[src/verilog/noc_pkg.sv]
/*
 * Shared definitions for one router of a 4x4 mesh NoC.
 * Every packet is a single flit, and the flit keeps its VC from input to output.
 */
package noc_pkg;

    // Mesh geometry, router id = y * mesh_cols + x, y grows southward
    localparam int mesh_cols   = 4;
    localparam int mesh_rows   = 4;
    localparam int num_routers = mesh_cols * mesh_rows;

    // Flit layout: destination id on top, then VC bit, then payload
    localparam int flit_w   = 32;
    localparam int dest_w   = $clog2(num_routers);
    localparam int dest_msb = flit_w - 1;
    localparam int vc_bit   = dest_msb - dest_w;

    // Router ports and virtual channels
    localparam int num_ports = 5;
    localparam int num_vc    = 2;
    localparam int vc_w      = 1;

    // VC buffers and credit counters
    localparam int buffer_depth = 2;
    localparam int ptr_w        = $clog2(buffer_depth);
    // Holds 0..buffer_depth
    localparam int cr_w         = $clog2(buffer_depth) + 1;

    typedef logic [flit_w-1:0] flit_t;

    // One-hot output port request, bit index is a port_e value
    typedef logic [num_ports-1:0] port_mask_t;

    // Values index every port array in the design
    typedef enum logic [2:0] {
        port_local = 3'd0,
        port_north = 3'd1,
        port_south = 3'd2,
        port_east  = 3'd3,
        port_west  = 3'd4
    } port_e;

endpackage

[src/verilog/route_compute.sv]
/*
 * Registered XY routing of every input VC head, X resolved before Y.
 * The request drops in the cycle of a pop and returns from the next head.
 */
`timescale 1ns/100ps

module route_compute #(
    parameter int router_id = 0
) (
    input  logic                                                         clk,
    input  logic                                                         arst_n,
    input  noc_pkg::flit_t [noc_pkg::num_ports-1:0][noc_pkg::num_vc-1:0] head_flit,
    input  logic [noc_pkg::num_ports-1:0][noc_pkg::num_vc-1:0]           head_valid,
    input  logic [noc_pkg::num_ports-1:0][noc_pkg::num_vc-1:0]           pop,
    output noc_pkg::port_mask_t [noc_pkg::num_ports-1:0][noc_pkg::num_vc-1:0] route_req,
    output logic [noc_pkg::num_ports-1:0][noc_pkg::num_vc-1:0]           route_valid
);

    // Dimension order route of one flit as a one-hot port mask
    function automatic noc_pkg::port_mask_t xy_route(input noc_pkg::flit_t flit);
        int             dst_id;
        noc_pkg::port_e dir;
        dst_id = int'(flit[noc_pkg::dest_msb -: noc_pkg::dest_w]);
        // X first, then Y, equal coordinates eject locally
        if (dst_id % noc_pkg::mesh_cols > router_id % noc_pkg::mesh_cols) begin
            dir = noc_pkg::port_east;
        end else if (dst_id % noc_pkg::mesh_cols < router_id % noc_pkg::mesh_cols) begin
            dir = noc_pkg::port_west;
        end else if (dst_id / noc_pkg::mesh_cols < router_id / noc_pkg::mesh_cols) begin
            dir = noc_pkg::port_north;
        end else if (dst_id / noc_pkg::mesh_cols > router_id / noc_pkg::mesh_cols) begin
            dir = noc_pkg::port_south;
        end else begin
            dir = noc_pkg::port_local;
        end
        return noc_pkg::port_mask_t'(1) << dir;
    endfunction

    // Request register per VC, valid cleared on the pop edge
    always_ff @(posedge clk or negedge arst_n) begin
        if (!arst_n) begin
            route_req   <= '0;
            route_valid <= '0;
        end else begin
            for (int p = 0; p < noc_pkg::num_ports; p++) begin
                for (int v = 0; v < noc_pkg::num_vc; v++) begin
                    route_req[p][v]   <= xy_route(head_flit[p][v]);
                    route_valid[p][v] <= head_valid[p][v] && !pop[p][v];
                end
            end
        end
    end

endmodule

[config.mk]
export PLATFORM = sky130hd
export DESIGN_NAME = route_compute
export DESIGN_NICKNAME = d
export VERILOG_FILES = /design/src/verilog/noc_pkg.sv /design/src/verilog/route_compute.sv
export SDC_FILE = /design/constraint.sdc
export NUM_CORES = 1
export LEC_CHECK = 0
export ABC_AREA = 1
export CELL_PAD_IN_SITES_DETAIL_PLACEMENT = 0
export CELL_PAD_IN_SITES_GLOBAL_PLACEMENT = 1
export CORE_AREA = 2 2 157 159
export CTS_CLUSTER_SIZE = 8
export DETAILED_ROUTE_END_ITERATION = 6
export DIE_AREA = 0 0 159 161
export DONT_BUFFER_PORTS = 1
export GPL_TIMING_DRIVEN = 0
export HOLD_SLACK_MARGIN = 0.1
export PLACE_DENSITY = 0.37
export RECOVER_POWER = 50
export SYNTH_ARGS = -nofsm -noshare
export SYNTH_HDL_FRONTEND = slang
export SYNTH_SLANG_ARGS = --single-unit
export TNS_END_PERCENT = 20
[constraint.sdc]
create_clock -name clk -period 0.8 [get_ports clk]
set_input_delay 0.04 -clock clk [delete_from_list [all_inputs] [get_ports clk]]
set_output_delay 0.04 -clock clk [all_outputs]
set_load 0.01 [all_outputs]
==> impl_metrics.yaml <==
pwr:
  swShare: 0.235
  p_comb_frac: 0.082
  p_int_mw: 4.43
  p_total_mw: 5.79
  p_seq_frac: 0.481
  p_leak_nw: 1.46
  p_sw_mw: 1.36
  ir_drop_uv: 1090
  power_density_nw_per_um2: 1910
  pwr-share-clk: 0.437
logic_synthesis:
  yosysUniqueCellTypes: 7
  yosysSeqAreaShare: 0.708
  netlist_area_um2: 1770
  synth-seq-cells: 50
  syn_avg_cell_area_um2: 10.3
  yosysWarnings: 0
  synth_cells: 171
clocking:
  clk_path_buf_depth: 2
  clockRootBuffer: "clkbuf_16"
  cts_sinks: 50
  cts.clk_slew.worst_paths_ns: 0.07
  cts_tree: "built"
  cts_inserted_buffers: 5
  htree_num_levels: 2
  cts_setup_buffers: 0
  hold_buffers: 60
setup_path:
  worstSetupPathType: "flop to primary output"
  crit_fanout: 1
  start_kind: "flop"
  required_ns: 0.76
  critPathArrivalTime_ns: 0.77
  endpoint_kind: "primary output"
timing:
  worst_slack_ns: -0.00763
  fin_crit_sh: 1.01
  holdWs_ns: -0.572
  hold_viol: 50
  report.final.slew_viol_count: 0
  rsz0062_at_grt: "true"
  layout_min_cycle_time_ns: 0.808
  setup_violations: 1
  final.setup.tns_ns: -0.00763
  fmax_ghz: 1.24
route:
  wl_per_cell_um: 10.1
  dr.pass1.iters: 4
  drt_iter0_drc: 31
  num_vias: 1276
  routed_wl_um: 5870
  route.detailed.drc: 0
  viasPerCell: 2.19
  postRouteAntennaNets: 0
cells_and_area:
  final_area_um2: 3030
  finalNetCount: 599
  seq_area_um2: 1260
  syn_to_final_growth_pct: 71.4
  n_fill_cell: 2746
  multiInputGateArea_um2: 325
  drive_gt1_frac: 0.140
placed_design:
  io_buffers: 0
  dpl-instance-area_um2: 2240
  dp_hpwl_um: 4270
  routabilityCongestion: 0.665
  place_ws_ns: 0.300
min_path:
  hp-class: "primary input to asynchronous set/reset pin"
global_route:
  grt_util_all_layers: 0.0484
  overflow: 0
  grt_pass1_vias: 1525
  antenna_found_initial: 1
  grt_util_met3: 0.0360
  gr-usage-met2: 0.0731
  top_usage_layer: "met2"
  grt_start_max_net_pins: 51
  grtUsageMet1: 0.0472
  grt_pass1_wl_um: 8780
die:
  core_area_um2: 24000
  rows: 57
  ios: 402
  die_w_um: 159
  start_util: 0.0738
  dieHeight_um: 161
  dieArea_um2: 25600
outcome:
  violations: "hold timing, setup timing"
  status: "complete, but fails checks"
run:
  drv_cap: 0
-- cells by family after synthesis --
| group | after synthesis | share of synthesized area |
|---|---|---|
| buffers and inverters | 60 | 0.149 |
| DFF | 50 | 0.708 |
| other | 1 | 0.00212 |
| and+or+nand+nor | 60 | 0.142 |
-- routing by layer --
layer / wire length (µm) / up-vias
met5: 0 / -
met4: 197 / 0
met3: 940 / 9
met2: 2630 / 88
met1: 2110 / 572
li1: - / 607
-- metrics by stage --
step,utilization,cells
3_3_place_gp,0.0937,514
6_report,0.126,583
2_1_floorplan,-,190
3_5_place_dp,0.0937,514
4_1_cts,0.126,582
5_1_grt,0.126,583
-- cells in the mapped netlist --
| master | n | share of area |
|---|---|---|
| buf_4 | 10 | 0.042 |
| conb_1 | 1 | 0.0021 |
| dfrtp_1 | 50 | 0.71 |
| inv_1 | 50 | 0.11 |
| nand2_1 | 10 | 0.021 |
| nand2_2 | 10 | 0.035 |
| nor2_1 | 40 | 0.085 |
-- repair_timing --
item,CTS,global route
gates resized for setup,8,0
pin swaps,0,0
endpoints found under the hold margin,90,50
setup endpoints to repair,8,17
-- cell type report --
type                            instances  area share
Sequential cell                        50       0.416
Buffer                                 10      0.0248
Tap cell                              324       0.134
Timing Repair Buffer                   60       0.198
Clock inverter                          3      0.0157
Clock buffer                            5      0.0413
Multi-Input combinational cell         80       0.107
Antenna cell                            1    0.000826
Inverter                               50      0.0619
-- worst max path at each step --
| stage | from | cells after the start | to |
|---|---|---|---|
| 2_1_floorplan | route_req[0]$_DFF_PN0_ | 0 | route_req[0] |
| 3_3_place_gp | route_req[0]$_DFF_PN0_ | 0 | route_req[0] |
| 3_5_place_dp | route_req[0]$_DFF_PN0_ | 0 | route_req[0] |
| 4_1_cts | route_req[0]$_DFF_PN0_ | 0 | route_req[0] |
| 5_1_grt | route_req[2]$_DFF_PN0_ | 0 | route_req[2] |
| 6_report | route_req[0]$_DFF_PN0_ | 0 | route_req[0] |
-- cells in the final DEF, fill, tap and decap left out --
cell / count
dfrtp_1: 42
nor2_1: 40
buf_4: 10
dfrtp_2: 8
conb_1: 20
inv_6: 2
nand2_1: 10
nand2_2: 10
dlygate4sd3_1: 60
bufinv_16: 1
clkbuf_16: 5
inv_1: 50
diode_2: 1
-- power groups by stage --
stage / clock, mW / sequential, mW / combinational, mW
after floorplan: 0 / 2.79 / 0.186
after global placement: 0 / 2.84 / 0.218
after detailed placement: 0 / 2.83 / 0.222
after CTS: 2.69 / 2.79 / 0.470
after global routing: 2.81 / 2.81 / 0.533
final: 2.53 / 2.78 / 0.473
-- sequential cells by signal, summed over array words and instances, names as in the netlist --
name	count
route_req	40
route_valid	10
Note: power is estimated with default switching activity, not from simulation.
