[config.mk]
export PLATFORM = sky130hd
export DESIGN_NAME = credit_tracker
export DESIGN_NICKNAME = d
export VERILOG_FILES = /design/src/verilog/noc_pkg.sv /design/src/verilog/credit_tracker.sv
export SDC_FILE = /design/constraint.sdc
export NUM_CORES = 1
export LEC_CHECK = 0
export BUFFER_PORTS_ARGS = -buffer_cell sky130_fd_sc_hd__buf_2
export CORE_MARGIN = 2
export CORE_UTILIZATION = 45
export CTS_CLUSTER_SIZE = 16
export DETAILED_ROUTE_END_ITERATION = 12
export HOLD_SLACK_MARGIN = 0.06
export PLACE_DENSITY = 0.73
export SKIP_CTS_REPAIR_TIMING = 1
export SYNTH_ARGS = -nofsm -noshare
export SYNTH_HDL_FRONTEND = slang
export SYNTH_SLANG_ARGS = --single-unit
[constraint.sdc]
create_clock -name clk -period 0.9 [get_ports clk]
set_input_delay 0.27 -clock clk [delete_from_list [all_inputs] [get_ports clk]]
set_output_delay 0.27 -clock clk [all_outputs]
set_load 0.02 [all_outputs]
[src/verilog/noc_pkg.sv]
/*
 * Shared definitions for one router of a 4x4 mesh NoC.
 * Every packet is a single flit, and the flit keeps its VC from input to output.
 */
package noc_pkg;

    // Mesh geometry, router id = y * mesh_cols + x, y grows southward
    localparam int mesh_cols   = 4;
    localparam int mesh_rows   = 4;
    localparam int num_routers = mesh_cols * mesh_rows;

    // Flit layout: destination id on top, then VC bit, then payload
    localparam int flit_w   = 32;
    localparam int dest_w   = $clog2(num_routers);
    localparam int dest_msb = flit_w - 1;
    localparam int vc_bit   = dest_msb - dest_w;

    // Router ports and virtual channels
    localparam int num_ports = 5;
    localparam int num_vc    = 2;
    localparam int vc_w      = 1;

    // VC buffers and credit counters
    localparam int buffer_depth = 2;
    localparam int ptr_w        = $clog2(buffer_depth);
    // Holds 0..buffer_depth
    localparam int cr_w         = $clog2(buffer_depth) + 1;

    typedef logic [flit_w-1:0] flit_t;

    // One-hot output port request, bit index is a port_e value
    typedef logic [num_ports-1:0] port_mask_t;

    // Values index every port array in the design
    typedef enum logic [2:0] {
        port_local = 3'd0,
        port_north = 3'd1,
        port_south = 3'd2,
        port_east  = 3'd3,
        port_west  = 3'd4
    } port_e;

endpackage

[src/verilog/credit_tracker.sv]
/*
 * Downstream credit counters for the non-local output VCs.
 * The local output always accepts and has no counter.
 */
`timescale 1ns/100ps

module credit_tracker (
    input  logic                                               clk,
    input  logic                                               arst_n,
    input  logic [noc_pkg::num_ports-1:1][noc_pkg::num_vc-1:0] consume,
    input  logic [noc_pkg::num_ports-1:1][noc_pkg::num_vc-1:0] dwnstr_credit,
    output logic [noc_pkg::num_ports-1:0][noc_pkg::num_vc-1:0] credit_avail
);

    // Local port never runs out
    assign credit_avail[noc_pkg::port_local] = '1;

    for (genvar p = 1; p < noc_pkg::num_ports; p++) begin : g_port
        for (genvar v = 0; v < noc_pkg::num_vc; v++) begin : g_vc
            logic [noc_pkg::cr_w-1:0] cnt;

            // Grant and returned credit in the same cycle cancel out
            always_ff @(posedge clk or negedge arst_n) begin
                if (!arst_n) begin
                    cnt <= noc_pkg::cr_w'(noc_pkg::buffer_depth);
                end else begin
                    case ({consume[p][v], dwnstr_credit[p][v]})
                        2'b10: begin
                            if (cnt != '0) begin
                                cnt <= cnt - 1'b1;
                            end
                        end
                        2'b01: begin
                            // Saturate at the downstream buffer size
                            if (cnt != noc_pkg::cr_w'(noc_pkg::buffer_depth)) begin
                                cnt <= cnt + 1'b1;
                            end
                        end
                        default: begin
                            cnt <= cnt;
                        end
                    endcase
                end
            end

            assign credit_avail[p][v] = (cnt != '0);

            // Allocator must not grant without a credit
            a_no_underflow: assert property (@(posedge clk) disable iff (!arst_n)
                !(consume[p][v] && !dwnstr_credit[p][v] && cnt == '0))
                else $error("credit_tracker: underflow on port %0d VC %0d", p, v);

            // Downstream router returns no more than it was sent
            a_no_overflow: assert property (@(posedge clk) disable iff (!arst_n)
                !(dwnstr_credit[p][v] && !consume[p][v] &&
                  cnt == noc_pkg::cr_w'(noc_pkg::buffer_depth)))
                else $error("credit_tracker: overflow on port %0d VC %0d", p, v);
        end
    end

endmodule

==> metrics.txt <==
outcome=complete, but fails checks; violated checks=negative setup slack; Synth Warn #=0; synthesized instance count=110; Routed WL=2233 µm; share of the yosys chip area belonging to registers=41.31%; max-cap check violation count=0; DIE AREA=0.002599 mm²; arrival time at the worst endpoint=1.09 ns; leakage power figure=0.6920 nW; Hold WC Path Type=primary input to flip-flop; overall global routing resource usage=18.69%; XOR/XNOR share of the synthesized area=6.171%; Crit path buffers/inverters=2; number of search-and-repair iterations in the first detailed-routing pass=4; Core Rows=17; highest-count cells in the layout ignoring fill and taps=buf_2, buf_6, buf_4; antenna violations before repair=0; destination of the critical timing path=credit_avail[6]; Iter 0 DRT Violations=11; TritonCTS clock tree=done; clock period minus final worst setup slack=1.358 ns; clock tree root buffer cell=clkbuf_4; number of buffers created by CTS=3; mean routed wirelength per cell=11.63 µm; Sinks on Clock Net=16; achievable frequency=736.4 MHz; synthesized-area fraction occupied by ao, oa, aoi and oai cells=14.74%; critical register-to-register path startpoint=g_port[3].g_vc[0].cnt[1]; routability congestion estimate from global placement=0.7775; end of the worst register-to-register path=g_port[3].g_vc[0].cnt[0]; Die Y=50.99 µm; Largest delay share family, worst path=flip-flops; overall via count from detail_route=954; quantity of I/O buffers inserted on ports=25; adder-cell share of the synthesized area=0%; largest net degree at the start of global routing=17; Largest Register=g_port.g_vc.cnt; post-detailed-placement half-perimeter wirelength=1589 µm; final number of setup-violating endpoints=24; vias per std cell=4.969; DP Worst Slack=-0.1961 ns; worst stage delay on the critical path=0.58 ns; cell count of the worst reg-to-reg path=3; Final Util=70.76%; total power per unit cell area=2636 mW/mm²; share of cell area taken by muxes after synthesis=5.038%; first-pass GRT wire length=3601 µm; CTS Buffer Depth=2; Critical Path Fanout Max=3; mean cell area of the mapped netlist=9.031 µm²; antenna fix cells=0; max FFs per register=16; type of origin of the critical path=flip-flop; Skew-Pair Late Insertion Delay=0.29 ns; Std-Cell Core Area=0.002148 mm²; final worst-path cycle share=150.9%; path length in cells of the critical path=3; endpoints failing hold=0; RSZ-0062 raised after global routing=true; Synth Register Bits=16; top-level port count=28; number of nets in the finished design=183; Die Span X=50.99 µm; max-slew violation count=0; type of element capturing the critical path=primary output; via count of the first global-routing pass=922; FF-to-FF setup slack=-0.26 ns; IR drop worst, VDD=1514 µV; Critical path origin=g_port[3].g_vc[0].cnt[1]; Slowest cell on crit path=dfstp_2; kind of critical path=flip-flop to primary output; global route overflow=0; count of unresolved DRC violations after routing=0; Worst Setup Slack, final=-0.4580 ns; simple-gate portion of the synthesized area=27.83%; Worst EP required=0.63 ns; share of final-layout standard cells stronger than drive strength 1=51.22%; Area Growth Syn to Fin=53.02%; number of levels in the clock H-tree=1; clock tree skew after final layout=0.001524 ns; clock transition at the registers of the reported paths=0.09 ns; registers with the most flip-flops=g_port.g_vc.cnt: 16 flops; initial core utilization=46.24%; series of cell instances along the critical path=nor2_4, inv_2, buf_6; post-detailed-route count of antenna-violating nets=0; number of library cell types mapped by synthesis=19; main combinational cell family by area after synthesis=simple AND/OR/NAND/NOR gates; Mapped Area=993.5 µm²
## cell usage after synthesis (all sizes together)
cell type	count	area, µm²
dfrtp	8	200.2
xnor2	4	35.03
buf	2	15.01
nor2b	8	50.05
nand2b	8	50.05
or2	3	18.77
and2b	1	7.510
xor2	3	26.28
a211oi	3	22.52
nor2	13	48.80
nand2	11	41.29
mux2i	5	50.05
a221o	5	50.05
o221a	3	33.78
dfstp	8	210.2
inv	8	30.03
a21oi	8	40.04
conb	1	3.750
nor3b	8	60.06
## cell type report
type	count	area, µm²
flip-flops and latches	16	410.4
well taps	28	35.03
repair buffers	51	406.6
fillers	190	628.1
inverters	8	30.03
clock buffers	4	36.28
multi-input cells	85	601.8
## kinds of logic after synthesis
kind of cell | count (synthesis)
compound gates | 19
xor+xnor | 7
buf+inv | 10
flops | 16
mux | 5
other cells | 1
simple gates | 52
## where the power goes
| group | switching (W) | internal, W | total, W |
|---|---|---|---|
| clock network | 0.000223 | 0.000247 | 0.000470 |
| registers | 0.000200 | 0.00104 | 0.00124 |
| logic | 0.00101 | 0.00129 | 0.00230 |
| total | 0.00144 | 0.00257 | 0.00401 |
## metal layers
| layer | GRT usage (%) | vias to the layer above | part of all wire, % |
|---|---|---|---|
| li1 | - | 481 | - |
| met1 | 18.44 | 442 | 39 |
| met2 | 35.06 | 26 | 54 |
| met3 | 3.509 | 5 | 4.3 |
| met4 | 12.16 | 0 | 2.7 |
| met5 | 0 | - | 0 |
## stage by stage
stage	power (W)	TNS (ns)	cells	hold slack [ns]	area, µm²
after floorplan	0.002266	-1.097	111	-0.02559	1017
after global placement	0.002935	-2.310	184	0.2004	1328
after detailed placement	0.003012	-2.801	184	0.2004	1328
after CTS	0.003500	-5.561	188	-0.1242	1364
after global routing	0.004307	-6.782	192	0.3255	1520
final	0.004007	-5.461	192	0.3278	1520
## worst min path at each step
stage | slack (ns) | depth (start not counted) | endpoint | from
after floorplan | -0.03 | 0 | g_port[1].g_vc[0].cnt[0] | arst_n
after global placement | 0.20 | 1 | g_port[3].g_vc[0].cnt[0] | arst_n
after detailed placement | 0.20 | 1 | g_port[2].g_vc[1].cnt[0] | arst_n
after CTS | -0.12 | 1 | g_port[1].g_vc[1].cnt[0] | arst_n
after global routing | 0.33 | 3 | g_port[4].g_vc[0].cnt[0] | dwnstr_credit[6]
final | 0.33 | 3 | g_port[4].g_vc[0].cnt[0] | dwnstr_credit[6]
## worst register-to-register path, delay by kind of cell (launching register included)
kind / cells / cell delay [ns]
DFF: 1 / 0.58
AOI/OAI and AO/OA: 1 / 0.31
buffers and inverters: 1 / 0.11
and+or+nand+nor: 1 / 0.06
No activity file was read; power rests on OpenSTA's default activity.
