--- src/verilog/noc_pkg.sv ---
/*
 * Shared definitions for one router of a 4x4 mesh NoC.
 * Every packet is a single flit, and the flit keeps its VC from input to output.
 */
package noc_pkg;

    // Mesh geometry, router id = y * mesh_cols + x, y grows southward
    localparam int mesh_cols   = 4;
    localparam int mesh_rows   = 4;
    localparam int num_routers = mesh_cols * mesh_rows;

    // Flit layout: destination id on top, then VC bit, then payload
    localparam int flit_w   = 32;
    localparam int dest_w   = $clog2(num_routers);
    localparam int dest_msb = flit_w - 1;
    localparam int vc_bit   = dest_msb - dest_w;

    // Router ports and virtual channels
    localparam int num_ports = 5;
    localparam int num_vc    = 2;
    localparam int vc_w      = 1;

    // VC buffers and credit counters
    localparam int buffer_depth = 2;
    localparam int ptr_w        = $clog2(buffer_depth);
    // Holds 0..buffer_depth
    localparam int cr_w         = $clog2(buffer_depth) + 1;

    typedef logic [flit_w-1:0] flit_t;

    // One-hot output port request, bit index is a port_e value
    typedef logic [num_ports-1:0] port_mask_t;

    // Values index every port array in the design
    typedef enum logic [2:0] {
        port_local = 3'd0,
        port_north = 3'd1,
        port_south = 3'd2,
        port_east  = 3'd3,
        port_west  = 3'd4
    } port_e;

endpackage

--- src/verilog/vc_buffer.sv ---
/*
 * VC FIFOs of one input port, buffer_depth flits each.
 * The sender must hold a credit, a push into a full VC is an error.
 */
`timescale 1ns/100ps

module vc_buffer (
    input  logic                                 clk,
    input  logic                                 arst_n,
    input  noc_pkg::flit_t                       in_flit,
    input  logic                                 in_valid,
    input  logic [noc_pkg::num_vc-1:0]           pop,
    output noc_pkg::flit_t [noc_pkg::num_vc-1:0] head_flit,
    output logic [noc_pkg::num_vc-1:0]           head_valid,
    output logic [noc_pkg::num_vc-1:0]           upstr_credit
);

    for (genvar v = 0; v < noc_pkg::num_vc; v++) begin : g_vc
        noc_pkg::flit_t                   mem [noc_pkg::buffer_depth];
        logic [noc_pkg::ptr_w-1:0]        wr_ptr;
        logic [noc_pkg::ptr_w-1:0]        rd_ptr;
        logic [noc_pkg::cr_w-1:0]         count;
        logic                             push;

        // Write goes to the VC named in the flit
        assign push = in_valid &&
            (in_flit[noc_pkg::vc_bit +: noc_pkg::vc_w] == noc_pkg::vc_w'(v));

        // Storage, no reset needed
        always_ff @(posedge clk) begin
            if (push) begin
                mem[wr_ptr] <= in_flit;
            end
        end

        // Pointers and occupancy
        always_ff @(posedge clk or negedge arst_n) begin
            if (!arst_n) begin
                wr_ptr <= '0;
                rd_ptr <= '0;
                count  <= '0;
            end else begin
                if (push) begin
                    // Wrap at the last entry
                    if (wr_ptr == noc_pkg::ptr_w'(noc_pkg::buffer_depth - 1)) begin
                        wr_ptr <= '0;
                    end else begin
                        wr_ptr <= wr_ptr + 1'b1;
                    end
                end
                if (pop[v]) begin
                    if (rd_ptr == noc_pkg::ptr_w'(noc_pkg::buffer_depth - 1)) begin
                        rd_ptr <= '0;
                    end else begin
                        rd_ptr <= rd_ptr + 1'b1;
                    end
                end
                if (push && !pop[v]) begin
                    count <= count + 1'b1;
                end else if (!push && pop[v]) begin
                    count <= count - 1'b1;
                end
            end
        end

        // One credit pulse per popped flit, the cycle after the pop
        always_ff @(posedge clk or negedge arst_n) begin
            if (!arst_n) begin
                upstr_credit[v] <= 1'b0;
            end else begin
                upstr_credit[v] <= pop[v];
            end
        end

        assign head_flit[v]  = mem[rd_ptr];
        assign head_valid[v] = (count != '0);

        // Upstream credit accounting must keep the FIFO from overflowing
        a_no_push_full: assert property (@(posedge clk) disable iff (!arst_n)
            !(push && count == noc_pkg::cr_w'(noc_pkg::buffer_depth)))
            else $error("vc_buffer: push into full VC %0d", v);

        // The allocator only grants VCs with a registered route
        a_no_pop_empty: assert property (@(posedge clk) disable iff (!arst_n)
            !(pop[v] && count == '0))
            else $error("vc_buffer: pop from empty VC %0d", v);
    end

endmodule

--- config.mk ---
export PLATFORM = sky130hd
export DESIGN_NAME = vc_buffer
export DESIGN_NICKNAME = d
export VERILOG_FILES = /design/src/verilog/noc_pkg.sv /design/src/verilog/vc_buffer.sv
export SDC_FILE = /design/constraint.sdc
export NUM_CORES = 1
export LEC_CHECK = 0
export BUFFER_PORTS_ARGS = -buffer_cell sky130_fd_sc_hd__buf_2
export CAP_MARGIN = 20
export CORE_ASPECT_RATIO = 0.75
export CORE_MARGIN = 10
export CORE_UTILIZATION = 55
export DETAILED_ROUTE_END_ITERATION = 10
export PLACE_DENSITY = 0.8
export SETUP_SLACK_MARGIN = 0.1
export SYNTH_ARGS = -nofsm -noshare
export SYNTH_HDL_FRONTEND = slang
export SYNTH_SLANG_ARGS = --single-unit
--- constraint.sdc ---
create_clock -name clk -period 2.8 [get_ports clk]
set_input_delay 0.56 -clock clk [delete_from_list [all_inputs] [get_ports clk]]
set_output_delay 0.56 -clock clk [all_outputs]
set_load 0.02 [all_outputs]
==> qor.csv <==
stage;metric;value;unit
status;status;complete, no violations;
power;Internal;5.048;mW
worst_setup_path;Required @ worst endpoint;2.24;ns
timing;Final TNS setup;0;ns
cells_and_area;Final nets;398;
floorplanning;I/O pins;105;
worst_setup_path;family with the most delay on the worst path;flip-flops;
route;Final ANT Viol Nets;0;
worst_setup_path;reg2reg start;g_vc[1].wr_ptr$_DFFE_PN0P_;
worst_setup_path;RR Endpoint;g_vc[1].mem[1][4]$_DFFE_PP_;
timing;Final Hold Viols;0;
clock_network;CTS sink count;138;
global_routing;global-route wire length before repair;15320;um
placed_design;Post-DP Area;6006;um2
cells_and_area;most common cell after layout, fill and taps aside;edfxtp_1;
floorplanning;Die Wd;133.9;um
cells_and_area;ant diodes;0;
worst_setup_path;cell count along the critical path;3;
synth;Synth Area in Simple Gates;0.009350;
worst_setup_path;Crit path buffers/inverters;2;
worst_setup_path;R2R cell count;1;
synth;Synth Area in Compound Gates;0;
placed_design;number of placed instances, taps included;471;
power;Clk pwr share;0.332;
power;sequential share of power;0.382;
worst_setup_path;CP Class;reg -> out;
cells_and_area;Area Overhead vs Synth;24.22;%
worst_setup_path;crit path capture type;output pin;
floorplanning;Rows;31;
clock_network;CTS Buf Count;17;
worst_setup_path;startpoint type of the worst setup path;flip-flop;
synth;syn_area_per_cell;22.68;um2
power;Pleak;2.658;nW
synth;Synth Warn #;0;
route;detailed-route via count;2521;
synth;combinational family with the most area after synthesis;multiplexers;
cells_and_area;fin cells;504;
route;drt wl/cell;20.12;um
power;Net Sw Frac;0.2875;
worst_setup_path;CP max-delay cell;dfrtp_2;
power;Pwr Density;1066;nW/um2
synth;xor/xnor cell area share of the yosys netlist;0.01636;
route;Via density;5.002;
worst_setup_path;R2R Setup Slk;1.20;ns
route;number of DRC markers in iteration 0;193;
power;Peak VDD IR;0.8542;mV
clock_network;root buf cell;clkbuf_16;
floorplanning;Die ar.;14120;um2
flow_run;# Max-Cap Violations;0;
synth;Cell variety after synth;16;
floorplanning;area of the core;9580;um2
power;combinational share of power;0.286;
timing;hold_ws;0.3175;ns
global_routing;initial antenna violation count;1;
placed_design;GPL Wtd Cong;0.7011;
clock_network;CTS tree;built;
timing;Max-Slew Margin vs Limit;0.4219;
timing;Layout Skew;0.008411;ns
worst_setup_path;Crit Path Max Fanout;22;
timing;Worst-Margin Slew;0.8672;ns
route;DRT Pass-1 Iters;4;
floorplanning;die height;105.4;um
floorplanning;Initial Util;0.5587;
power;Final Power;7.086;mW
global_routing;vias in the first global route;2732;
route;drt drc;0;
timing;Slew Limit Fails;0;
synth;Synth Instances;236;
worst_hold_path;Hold EP;upstr_credit[0]$_DFF_PN0_;
global_routing;GRT Total Usage;0.1464;
timing;minimum clock period after layout;2.437;ns
synth;post-synthesis sequential area ratio;0.7648;
clock_network;Clock transition at path regs;0.06;ns
placed_design;Post-DP HPWL;6734;um
global_routing;GRT overflow;0;
route;final WL;10140;um
timing;Period Utilization, post-route;0.8704;
clock_network;worst skew pair latency;0.41;ns
timing;Setup Viol. Count Final;0;
clock_network;H-tree levels;4;
synth;proportion of synthesized area in mux cells;0.1753;
cells_and_area;share of cells above drive strength 1;0.5672;
power;net switching power;2.038;mW
worst_hold_path;Worst Hold Depth;1;
worst_setup_path;Cell Chain, Critical Path;buf_12, mux2_2, buf_2;
cells_and_area;post-route cell area;6649;um2
worst_setup_path;Critical Path Max Stage Delay;0.66;ns
synth;adder-cell share of the synthesized area;0.004675;
timing;maximum clock rate;0.4103;GHz
worst_setup_path;signal arrival time at the worst endpoint;1.88;ns
synth;cell area after synthesis;5353;um2
timing;RSZ-0062 raised after global routing;no;
clock_network;setup bufs post-CTS;0;
clock_network;Max Root-Sink Buffers;2;
worst_hold_path;HP Class;in -> reg;
worst_hold_path;hold path start;pop[0];
synth;Net Count, Synth;275;
synth;synthesized flop and latch total;138;
global_routing;largest net degree at the start of global routing;33;
placed_design;IO Port Bufs;104;
cells_and_area;most frequent cells in the layout;128 x edfxtp_1, 104 x buf_2, 58 x mux2_4, 17 x clkbuf_16, 8 x dfrtp_1;
==> through the flow <==
step	util	setup WS (ns)
after floorplan	-	0.2792
after global placement	0.6269	0.7836
after detailed placement	0.6269	0.7780
after CTS	0.6940	0.3207
after global routing	0.6940	0.2819
final	0.6940	0.3630
==> what timing repair did <==
action / 4_1_cts / 5_1_grt
hold endpoints to repair: 10 / 0
resized for setup: 0 / 0
hold buffers: 1 / 0
endpoints found under the setup margin: 0 / 0
==> cells by family (layout without fill, tap and decap cells) <==
group,count (synthesis),after routing
buffers and inverters,12,148
multiplexers,64,64
adder cells (fa/ha/maj),2,2
XOR/XNOR,10,10
flip-flops,138,138
AND/OR/NAND/NOR,10,10
==> flip-flops by register name (all words and copies together) (netlist names) <==
name          count
g_vc.mem        128
g_vc.count        4
g_vc.rd_ptr       2
g_vc.wr_ptr       2
upstr_credit      2
==> power groups by stage <==
stage / Combinational [mW] / Clock, mW / Sequential, mW
global placement: 2.04 / 0 / 2.73
finish: 2.03 / 2.35 / 2.71
CTS: 2.07 / 2.40 / 2.71
detailed placement: 2.05 / 0 / 2.75
floorplan: 1.68 / 0 / 2.66
global route: 2.15 / 2.47 / 2.73
==> worst max path at each step <==
stage | startpoint | endpoint | slack (ns)
floorplan | in_flit[27] | g_vc[0].mem[0][0]$_DFFE_PP_ | 0.28
detailed placement | g_vc[1].rd_ptr$_DFFE_PN0P_ | head_flit[37] | 0.78
global placement | g_vc[1].rd_ptr$_DFFE_PN0P_ | head_flit[38] | 0.78
global route | g_vc[1].rd_ptr$_DFFE_PN0P_ | head_flit[63] | 0.28
CTS | g_vc[1].rd_ptr$_DFFE_PN0P_ | head_flit[37] | 0.32
finish | g_vc[1].rd_ptr$_DFFE_PN0P_ | head_flit[37] | 0.36
==> synth_stat cells <==
library cell,n,area share
edfxtp_1,128,0.72
mux2_4,58,0.16
dfrtp_1,10,0.047
buf_12,6,0.022
mux2_2,6,0.013
xor2_1,6,0.0098
inv_1,4,0.0028
nor2_1,4,0.0028
xnor2_1,4,0.0065
buf_6,2,0.0042
ha_1,2,0.0047
or2_2,2,0.0023
and2_1,1,0.0012
and3_1,1,0.0012
nand2_1,1,0.00070
nand2b_1,1,0.0012
==> routing by layer <==
layer  track usage  vias up  wire length, um
li1              -     1161                -
met1        0.1707     1264             4223
met2        0.2239       79             4958
met3       0.06831       15              804
met4       0.07519        2              146
met5             0        -                8
==> final cells by class <==
type	count	area [um2]
inverter	4	15.01
timing repair buffer	112	620.6
fill	607	2932
clock buffer	19	432.9
clock inverter	13	200.2
multi-input combinational	86	1119
sequential	138	4096
tap	132	165.2
Note: power is estimated with default switching activity, not from simulation.
